File: src/hdl/periph_defines.svh
// ------------------------------------------------------------
// Widths, region map and register offsets of the subsystem.
// Regions are selected by address bits 11:8, 256 bytes each.
// All registers are full 32-bit words; byte strobes unused.
// ------------------------------------------------------------
`ifndef PERIPH_DEFINES_SVH
`define PERIPH_DEFINES_SVH

`define PERIPH_ADDR_W   12
`define PERIPH_DATA_W   32

// Region codes in address bits 11:8
`define REGION_IRQ      4'h0
`define REGION_TIMER    4'h1
`define REGION_GPIO     4'h2

`define NUM_TIMERS      2
`define NUM_TARGETS     2
`define NUM_LEDS        8

`define IRQ_PENDING_OFF 8'h00
`define IRQ_EN0_OFF     8'h04
`define IRQ_EN1_OFF     8'h08

// Per channel, channel n starts at n * TIMER_STRIDE
`define TIMER_CTRL_OFF  8'h00
`define TIMER_COUNT_OFF 8'h04
`define TIMER_CMP_OFF   8'h08
`define TIMER_STRIDE    8'h10

`define GPIO_LED_OFF    8'h00
`define GPIO_DIP_OFF    8'h04

`define RESP_OKAY       2'b00
`define RESP_SLVERR     2'b10

`endif

File: src/hdl/periph_pkg.sv
// ------------------------------------------------------------
// Shared types of the peripheral subsystem.
// Widths follow the constants of the defines header.
// ------------------------------------------------------------
package periph_pkg;

    typedef logic [11:0] addr_t;
    typedef logic [7:0]  reg_off_t;
    typedef logic [31:0] data_t;
    typedef logic [1:0]  axi_resp_t;

    // One source per timer channel, one output per target
    typedef logic [1:0]  irq_src_t;
    typedef logic [1:0]  irq_tgt_t;

    typedef logic [7:0]  led_t;

    typedef enum logic [1:0] {
        IDLE,
        WRESP,
        RRESP
    } bridge_state_e;

endpackage

File: src/hdl/axi_lite_reg_bridge.sv
// ------------------------------------------------------------
// AXI4-Lite slave to single-cycle register bus.
// One transaction at a time; a pending read beats a write.
// AW and W must be valid together to be accepted.
// Unmapped regions answer SLVERR and read as zero.
// ------------------------------------------------------------
`include "periph_defines.svh"

module axi_lite_reg_bridge import periph_pkg::*; (
    input  logic      clk_i,
    input  logic      rst_n_i,
    input  logic      awvalid_i,
    input  addr_t     awaddr_i,
    output logic      awready_o,
    input  logic      wvalid_i,
    input  data_t     wdata_i,
    output logic      wready_o,
    output logic      bvalid_o,
    output axi_resp_t bresp_o,
    input  logic      bready_i,
    input  logic      arvalid_i,
    input  addr_t     araddr_i,
    output logic      arready_o,
    output logic      rvalid_o,
    output data_t     rdata_o,
    output axi_resp_t rresp_o,
    input  logic      rready_i,
    output reg_off_t  reg_off_o,
    output data_t     reg_wdata_o,
    output logic      reg_write_o,
    output logic      irq_sel_o,
    output logic      timer_sel_o,
    output logic      gpio_sel_o,
    input  data_t     irq_rdata_i,
    input  data_t     timer_rdata_i,
    input  data_t     gpio_rdata_i
);

    bridge_state_e state_q;
    logic          rd_hs;
    logic          wr_hs;
    logic          access;
    addr_t         acc_addr;
    logic [3:0]    region;
    logic          region_ok;
    data_t         rd_word;
    axi_resp_t     resp_q;
    data_t         rdata_q;

    // ------------------------------------------------------------
    // Handshakes, only accepted in IDLE
    // ------------------------------------------------------------
    assign arready_o = (state_q == IDLE) && arvalid_i;
    assign awready_o = (state_q == IDLE) && awvalid_i && wvalid_i && !arvalid_i;
    assign wready_o  = awready_o;

    assign rd_hs  = arready_o;
    assign wr_hs  = awready_o;
    assign access = rd_hs || wr_hs;

    assign acc_addr = rd_hs ? araddr_i : awaddr_i;
    assign region   = acc_addr[`PERIPH_ADDR_W-1 -: 4];

    // ------------------------------------------------------------
    // Region decode and read mux
    // ------------------------------------------------------------
    always_comb begin
        irq_sel_o   = 1'b0;
        timer_sel_o = 1'b0;
        gpio_sel_o  = 1'b0;
        region_ok   = 1'b1;
        rd_word     = '0;
        case (region)
            `REGION_IRQ: begin
                irq_sel_o = access;
                rd_word   = irq_rdata_i;
            end
            `REGION_TIMER: begin
                timer_sel_o = access;
                rd_word     = timer_rdata_i;
            end
            `REGION_GPIO: begin
                gpio_sel_o = access;
                rd_word    = gpio_rdata_i;
            end
            default: region_ok = 1'b0;
        endcase
    end

    assign reg_off_o   = reg_off_t'(acc_addr);
    assign reg_wdata_o = wdata_i;
    assign reg_write_o = wr_hs;

    always_ff @(posedge clk_i) begin
        if (!rst_n_i) begin
            state_q <= IDLE;
        end else begin
            case (state_q)
                IDLE: begin
                    if (rd_hs) begin
                        state_q <= RRESP;
                    end else if (wr_hs) begin
                        state_q <= WRESP;
                    end
                end
                WRESP: begin
                    if (bready_i) begin
                        state_q <= IDLE;
                    end
                end
                RRESP: begin
                    if (rready_i) begin
                        state_q <= IDLE;
                    end
                end
                default: state_q <= IDLE;
            endcase
        end
    end

    // Response held for the whole response phase
    always_ff @(posedge clk_i) begin
        if (access) begin
            resp_q  <= region_ok ? `RESP_OKAY : `RESP_SLVERR;
            rdata_q <= rd_word;
        end
    end

    assign bvalid_o = (state_q == WRESP);
    assign rvalid_o = (state_q == RRESP);
    assign bresp_o  = resp_q;
    assign rresp_o  = resp_q;
    assign rdata_o  = rdata_q;

endmodule

File: src/hdl/irq_ctrl.sv
// ------------------------------------------------------------
// Level-sensitive interrupt controller, no priorities.
// PENDING is read-only and shows the live source levels.
// Target outputs are registered, one cycle behind inputs.
// ------------------------------------------------------------
`include "periph_defines.svh"

module irq_ctrl import periph_pkg::*; (
    input  logic     clk_i,
    input  logic     rst_n_i,
    input  logic     sel_i,
    input  logic     write_i,
    input  reg_off_t off_i,
    input  data_t    wdata_i,
    output data_t    rdata_o,
    input  irq_src_t irq_src_i,
    output irq_tgt_t irq_o
);

    irq_src_t en_q [`NUM_TARGETS];
    irq_tgt_t irq_q;

    always_ff @(posedge clk_i) begin
        if (!rst_n_i) begin
            for (int t = 0; t < `NUM_TARGETS; t++) begin
                en_q[t] <= '0;
            end
        end else if (sel_i && write_i) begin
            case (off_i)
                `IRQ_EN0_OFF: en_q[0] <= irq_src_t'(wdata_i);
                `IRQ_EN1_OFF: en_q[1] <= irq_src_t'(wdata_i);
                default: ;
            endcase
        end
    end

    // Any enabled pending source raises the target
    always_ff @(posedge clk_i) begin
        if (!rst_n_i) begin
            irq_q <= '0;
        end else begin
            for (int t = 0; t < `NUM_TARGETS; t++) begin
                irq_q[t] <= |(irq_src_i & en_q[t]);
            end
        end
    end

    always_comb begin
        case (off_i)
            `IRQ_PENDING_OFF: rdata_o = data_t'(irq_src_i);
            `IRQ_EN0_OFF:     rdata_o = data_t'(en_q[0]);
            `IRQ_EN1_OFF:     rdata_o = data_t'(en_q[1]);
            default:          rdata_o = '0;
        endcase
    end

    assign irq_o = irq_q;

endmodule

File: src/hdl/cmp_timer.sv
// ------------------------------------------------------------
// Free-running compare timers, no prescaler.
// CTRL bit 0 enables, bit 1 reads the sticky match flag.
// On match the counter wraps to zero and the flag is set.
// Any write to CTRL clears the flag.
// ------------------------------------------------------------
`include "periph_defines.svh"

module cmp_timer import periph_pkg::*; (
    input  logic     clk_i,
    input  logic     rst_n_i,
    input  logic     sel_i,
    input  logic     write_i,
    input  reg_off_t off_i,
    input  data_t    wdata_i,
    output data_t    rdata_o,
    output irq_src_t irq_o
);

    data_t chan_rdata [`NUM_TIMERS];

    for (genvar i = 0; i < `NUM_TIMERS; i++) begin : gen_chan
        localparam reg_off_t ctrl_off  = reg_off_t'(i * `TIMER_STRIDE + `TIMER_CTRL_OFF);
        localparam reg_off_t count_off = reg_off_t'(i * `TIMER_STRIDE + `TIMER_COUNT_OFF);
        localparam reg_off_t cmp_off   = reg_off_t'(i * `TIMER_STRIDE + `TIMER_CMP_OFF);

        logic  en_q;
        logic  flag_q;
        data_t count_q;
        data_t cmp_q;
        logic  wr;

        assign wr = sel_i && write_i;

        always_ff @(posedge clk_i) begin
            if (!rst_n_i) begin
                en_q    <= 1'b0;
                flag_q  <= 1'b0;
                count_q <= '0;
                cmp_q   <= '0;
            end else begin
                if (wr && off_i == ctrl_off) begin
                    en_q   <= wdata_i[0];
                    flag_q <= 1'b0;
                end else if (en_q && count_q == cmp_q) begin
                    flag_q <= 1'b1;
                end

                if (wr && off_i == cmp_off) begin
                    cmp_q <= wdata_i;
                end

                // Software write to COUNT beats the increment
                if (wr && off_i == count_off) begin
                    count_q <= wdata_i;
                end else if (en_q) begin
                    if (count_q == cmp_q) begin
                        count_q <= '0;
                    end else begin
                        count_q <= count_q + 1'b1;
                    end
                end
            end
        end

        always_comb begin
            case (off_i)
                ctrl_off:  chan_rdata[i] = data_t'({flag_q, en_q});
                count_off: chan_rdata[i] = count_q;
                cmp_off:   chan_rdata[i] = cmp_q;
                default:   chan_rdata[i] = '0;
            endcase
        end

        assign irq_o[i] = flag_q;
    end

    // Offsets are disjoint, so at most one channel answers
    always_comb begin
        rdata_o = '0;
        for (int i = 0; i < `NUM_TIMERS; i++) begin
            rdata_o = rdata_o | chan_rdata[i];
        end
    end

endmodule

File: src/hdl/gpio_regs.sv
// ------------------------------------------------------------
// LED output register and DIP-switch input.
// Switches pass a two-flop synchronizer before readback.
// ------------------------------------------------------------
`include "periph_defines.svh"

module gpio_regs import periph_pkg::*; (
    input  logic     clk_i,
    input  logic     rst_n_i,
    input  logic     sel_i,
    input  logic     write_i,
    input  reg_off_t off_i,
    input  data_t    wdata_i,
    output data_t    rdata_o,
    input  led_t     dip_switches_i,
    output led_t     leds_o
);

    led_t leds_q;
    led_t dip_meta_q;
    led_t dip_q;

    always_ff @(posedge clk_i) begin
        if (!rst_n_i) begin
            leds_q <= '0;
        end else if (sel_i && write_i && off_i == `GPIO_LED_OFF) begin
            leds_q <= wdata_i[`NUM_LEDS-1:0];
        end
    end

    always_ff @(posedge clk_i) begin
        dip_meta_q <= dip_switches_i;
        dip_q      <= dip_meta_q;
    end

    always_comb begin
        case (off_i)
            `GPIO_LED_OFF: rdata_o = {{(`PERIPH_DATA_W-`NUM_LEDS){1'b0}}, leds_q};
            `GPIO_DIP_OFF: rdata_o = {{(`PERIPH_DATA_W-`NUM_LEDS){1'b0}}, dip_q};
            default:       rdata_o = '0;
        endcase
    end

    assign leds_o = leds_q;

endmodule

File: src/hdl/periph_top.sv
// ------------------------------------------------------------
// Peripheral subsystem behind one AXI4-Lite slave port.
// Writes are always full words, so wstrb_i is not used.
// Timer match flags drive the interrupt controller.
// ------------------------------------------------------------
`include "periph_defines.svh"

module periph_top import periph_pkg::*; (
    input  logic      clk_i,
    input  logic      rst_n_i,
    input  logic      awvalid_i,
    input  addr_t     awaddr_i,
    output logic      awready_o,
    input  logic      wvalid_i,
    input  data_t     wdata_i,
    input  logic [3:0] wstrb_i,
    output logic      wready_o,
    output logic      bvalid_o,
    output axi_resp_t bresp_o,
    input  logic      bready_i,
    input  logic      arvalid_i,
    input  addr_t     araddr_i,
    output logic      arready_o,
    output logic      rvalid_o,
    output data_t     rdata_o,
    output axi_resp_t rresp_o,
    input  logic      rready_i,
    output irq_tgt_t  irq_o,
    output led_t      leds_o,
    input  led_t      dip_switches_i
);

    reg_off_t reg_off;
    data_t    reg_wdata;
    logic     reg_write;
    logic     irq_sel;
    logic     timer_sel;
    logic     gpio_sel;
    data_t    irq_rdata;
    data_t    timer_rdata;
    data_t    gpio_rdata;
    irq_src_t irq_src;

    axi_lite_reg_bridge i_bridge (
        .clk_i         ( clk_i       ),
        .rst_n_i       ( rst_n_i     ),
        .awvalid_i     ( awvalid_i   ),
        .awaddr_i      ( awaddr_i    ),
        .awready_o     ( awready_o   ),
        .wvalid_i      ( wvalid_i    ),
        .wdata_i       ( wdata_i     ),
        .wready_o      ( wready_o    ),
        .bvalid_o      ( bvalid_o    ),
        .bresp_o       ( bresp_o     ),
        .bready_i      ( bready_i    ),
        .arvalid_i     ( arvalid_i   ),
        .araddr_i      ( araddr_i    ),
        .arready_o     ( arready_o   ),
        .rvalid_o      ( rvalid_o    ),
        .rdata_o       ( rdata_o     ),
        .rresp_o       ( rresp_o     ),
        .rready_i      ( rready_i    ),
        .reg_off_o     ( reg_off     ),
        .reg_wdata_o   ( reg_wdata   ),
        .reg_write_o   ( reg_write   ),
        .irq_sel_o     ( irq_sel     ),
        .timer_sel_o   ( timer_sel   ),
        .gpio_sel_o    ( gpio_sel    ),
        .irq_rdata_i   ( irq_rdata   ),
        .timer_rdata_i ( timer_rdata ),
        .gpio_rdata_i  ( gpio_rdata  )
    );

    irq_ctrl i_irq_ctrl (
        .clk_i     ( clk_i     ),
        .rst_n_i   ( rst_n_i   ),
        .sel_i     ( irq_sel   ),
        .write_i   ( reg_write ),
        .off_i     ( reg_off   ),
        .wdata_i   ( reg_wdata ),
        .rdata_o   ( irq_rdata ),
        .irq_src_i ( irq_src   ),
        .irq_o     ( irq_o     )
    );

    cmp_timer i_cmp_timer (
        .clk_i   ( clk_i       ),
        .rst_n_i ( rst_n_i     ),
        .sel_i   ( timer_sel   ),
        .write_i ( reg_write   ),
        .off_i   ( reg_off     ),
        .wdata_i ( reg_wdata   ),
        .rdata_o ( timer_rdata ),
        .irq_o   ( irq_src     )
    );

    gpio_regs i_gpio_regs (
        .clk_i          ( clk_i          ),
        .rst_n_i        ( rst_n_i        ),
        .sel_i          ( gpio_sel       ),
        .write_i        ( reg_write      ),
        .off_i          ( reg_off        ),
        .wdata_i        ( reg_wdata      ),
        .rdata_o        ( gpio_rdata     ),
        .dip_switches_i ( dip_switches_i ),
        .leds_o         ( leds_o         )
    );

endmodule

File: config.mk
export PLATFORM = sky130hd
export DESIGN_NAME = periph_top
export DESIGN_NICKNAME = d
export VERILOG_FILES = /design/src/hdl/periph_pkg.sv /design/src/hdl/axi_lite_reg_bridge.sv /design/src/hdl/irq_ctrl.sv /design/src/hdl/cmp_timer.sv /design/src/hdl/gpio_regs.sv /design/src/hdl/periph_top.sv
export VERILOG_INCLUDE_DIRS = /design/src /design/src/hdl
export SDC_FILE = /design/constraint.sdc
export NUM_CORES = 1
export LEC_CHECK = 0
export ABC_AREA = 1
export BUFFER_PORTS_ARGS = -buffer_cell sky130_fd_sc_hd__buf_2
export CORE_ASPECT_RATIO = 0.7
export CORE_MARGIN = 4
export CORE_UTILIZATION = 55
export DETAILED_ROUTE_END_ITERATION = 12
export GPL_TIMING_DRIVEN = 1
export PLACE_DENSITY = 0.75
export SYNTH_ARGS = -nofsm -noshare
export SYNTH_HDL_FRONTEND = slang
export SYNTH_HIERARCHICAL = 1
export SYNTH_SLANG_ARGS = --single-unit
File: constraint.sdc
create_clock -name clk_i -period 2.7 [get_ports clk_i]
set_input_delay 0 -clock clk_i [delete_from_list [all_inputs] [get_ports clk_i]]
set_output_delay 0 -clock clk_i [all_outputs]
set_load 0.05 [all_outputs]
==> metrics <==
status=completed; Power Density=454 mW/mm²; Detailed Place HPWL=32.4 mm; Yosys cell types=43; Clk pin slew, worst setup/hold paths=0.07 ns; # rows=46; Setup crit end=i_bridge/rdata_o[31]; layout net count=2102; Pre-antenna DRT Iters=6; crit path max fanout=22; Post-synth EDFFs=37; crit-path cells=nor2_4, nand2_4, clkinvlp_4, nand2_1, nand2_1, inv_1, nand2_1, nor3_2, buf_4, nand2_2, clkinv_1, buf_12, nand2_1, o2111ai_1, nand4_1, nand3_1; Worst R2R Start=i_bridge/state_q[1]; Sink Count=197; Post-DP Area=0.0135 mm²; GRT Total Usage=0.327; RR Endpoint=i_bridge/rdata_o[31]; Die ar.=0.0263 mm²; Clock Skews=0.0127 ns; final hold viol count=0; Pwr Total=6670 µW; Tmin final=2.63 ns; initial DRC count=1983; number of antenna violations at the first check in global routing=0; DRC violations left=0; initial cell density of the core=0.568; Critical Path Start=i_bridge/state_q[1]; Cells after DPL=2270; most used cell, CP=nand2_1; Post-Synthesis Cells=1929; Slowest-stage cell, CP=dfxtp_2; Die X=192 µm; Antenna Nets Post-Route=0; worst slew pin tran=0.823 ns; period utilization=0.974; antenna fix cells=0; routability cong.=0.965; die span in y=137 µm; Main synth FF type=dfxtp_1; WP data arrival=2.82 ns; Layout area overhead=12.4%; number of buffer and inverter stages on the critical path=5; HP Class=input pin to flop; Final setup viols=0; Reg2Reg Setup Slack=0.07 ns; LEAKAGE=0.00592 µW; via count of the first global-routing pass=11471; crit end category=flop; Ys Warns=6; sequential-to-total area share from yosys stat=0.330; FF-to-FF path depth=16; Peak VDD IR=451 µV; clock tree buffer depth=2; Crit path max-delay family=simple AND/OR/NAND/NOR gates; DR vias/cell=5.61; first-pass GRT wire length=66.2 mm; I/O Buffers=119; Worst path depth=16; core area=0.0230 mm²; clk_lat worst skew=0.46 ns; Layout Utilization=0.638; Post-Layout Inst Area=0.0147 mm²; root buf cell=clkbuf_16; fillcell total=2088; Worst Setup Start Kind=flop; Final Max Slew Viols=0; via count=13182; multi-input logic area=0.00682 mm²; RSZ-0062 raised after global routing=yes; CP required=2.89 ns; wire length per cell=18.8 µm; Synth async-reset ratio=0; CP Class=flop to flop; fraction of layout cells with a size suffix above 1=0.144; number of synthesized register bits=197; CTS tree=done; final WL=44.2 mm; grt total ovfl=0; Storage cell area=0.00432 mm²; Ports=126; Hold Path Stages=4; fmax=380 MHz; Syn Area/Cell=6.78 µm²; largest net degree at the start of global routing=80; TritonCTS buffer count=17; non-filler cells, final=2350; Max Cap Viol=0; max incr delay on CP=0.34 ns; Mapped Area=0.0131 mm²; Slew HR=0.452; htree depth=4; Min Hold Slack=0.102 ns
[per-layer routing]
layer | GRT usage | wire (µm) | vias to the layer above
li1 | - | - | 6338
met1 | 0.519 | 19800 | 6019
met2 | 0.431 | 17500 | 776
met3 | 0.0905 | 6130 | 49
met4 | 0.0732 | 755 | 0
met5 | 0 | 0 | -
[state kept, by name, summed over array words and instances (netlist names)]
| signal | cells |
|---|---|
| i_cmp_timer/gen_chan.cmp_q | 64 |
| i_cmp_timer/gen_chan.count_q | 64 |
| i_bridge/rdata_o | 32 |
| i_gpio_regs/dip_meta_q | 8 |
| i_gpio_regs/dip_q | 8 |
| i_gpio_regs/leds_o | 8 |
| i_irq_ctrl/en_q | 4 |
| i_bridge/state_q | 2 |
| i_cmp_timer/gen_chan.en_q | 2 |
| i_cmp_timer/gen_chan.flag_q | 2 |
| i_irq_ctrl/irq_o | 2 |
| i_bridge/bresp_o | 1 |
[cells in the mapped netlist, types with 2 or more instances]
| cell | number | area [µm²] |
|---|---|---|
| clkinv_1 | 2 | 7.51 |
| nand2_4 | 4 | 45.0 |
| inv_2 | 9 | 33.8 |
| dfxtp_1 | 160 | 3200 |
| nand2_2 | 10 | 62.6 |
| o21ai_0 | 89 | 445 |
| ha_1 | 2 | 25.0 |
| xnor2_1 | 57 | 499 |
| buf_4 | 104 | 781 |
| buf_2 | 42 | 210 |
| nand2_1 | 453 | 1700 |
| clkbuf_2 | 15 | 75.1 |
| conb_1 | 3 | 11.3 |
| nand4_1 | 99 | 619 |
| o21ai_1 | 26 | 130 |
| edfxtp_1 | 37 | 1110 |
| o21a_1 | 4 | 30.0 |
| nand3_1 | 123 | 616 |
| nor2_1 | 140 | 526 |
| nor3_2 | 3 | 30.0 |
| inv_1 | 232 | 871 |
| buf_1 | 7 | 26.3 |
| o2111ai_1 | 24 | 210 |
| xor2_1 | 24 | 210 |
| nor3_1 | 7 | 35.0 |
| buf_6 | 11 | 124 |
| nor2_2 | 12 | 75.1 |
| o221ai_1 | 6 | 52.6 |
| a21oi_2 | 3 | 26.3 |
| o22ai_1 | 28 | 175 |
| nand3b_1 | 13 | 97.6 |
| a21oi_1 | 131 | 656 |
| clkbuf_1 | 25 | 93.8 |
| nor2_4 | 15 | 169 |
[tightest hold or removal path: stages]
cell    delay [ns]
buf_2         0.14
nor2_1        0.14
buf_4         0.15
o21a_1        0.10
[per-stage QoR]
stage	setup WS [ns]	setup TNS, ns
2_1_floorplan	0.0619	0
3_3_place_gp	-0.0504	-0.796
3_5_place_dp	-0.193	-4.70
4_1_cts	0.0499	0
5_1_grt	-0.00555	-0.00566
6_report	0.0699	0
[report_power, final]
part / switching, µW / total (µW) / internal [µW]
Sequential: 23.1 / 3090 / 3070
Clock: 1320 / 2720 / 1400
Combinational: 631 / 858 / 226
[timing repair]
item / 4_1_cts / 5_1_grt
hold endpoints to repair: 114 / 0
cloned: 0 / 2
gates resized for setup: 3 / 22
pin swaps: 0 / 4
setup buffers: 0 / 3
endpoints found under the setup margin: 34 / 78
hold buffers: 43 / 0
[worst min path at each step]
stage	from	end	slack [ns]
after floorplan	dip_switches_i[0]	i_gpio_regs/dip_meta_q[0]	0.03
after global placement	dip_switches_i[3]	i_gpio_regs/dip_meta_q[3]	0.10
after detailed placement	dip_switches_i[4]	i_gpio_regs/dip_meta_q[4]	0.10
after CTS	arvalid_i	i_bridge/state_q[0]	0.09
after global routing	arvalid_i	i_bridge/state_q[0]	0.14
final	arvalid_i	i_bridge/state_q[0]	0.10
[cells in the final DEF (no fill, tap or decap), drive strengths merged, types with 29 or more instances in the layout]
cell           n
nor2         168
o21ai        116
nand3        123
a21oi        134
edfxtp        37
dfxtp        160
xnor2         57
nand2        467
nand4         99
inv          251
dlygate4sd3   43
conb          56
buf          183
o22ai         29
[cells by family (layout without fill, tap and decap cells)]
kind of cell	count (synthesis)	count (layout)	share of synthesized area
adder cells (fa/ha/maj)	2	2	0.00191
XOR/XNOR	81	81	0.0543
other	3	56	0.000862
AO/OA/AOI/OAI	316	316	0.136
AND/OR/NAND/NOR	882	883	0.306
buffers and inverters	448	503	0.170
flip-flops	197	197	0.330
[final cells by class]
class	instances	share of cell area
inverter	244	0.0629
clock inverter	13	0.0100
timing repair inverter	1	0.000511
sequential	197	0.294
tap	312	0.0266
timing repair buffer	226	0.110
clock buffer	19	0.0316
multi-input combinational	1338	0.464
Power figures use the tool's default switching activity.
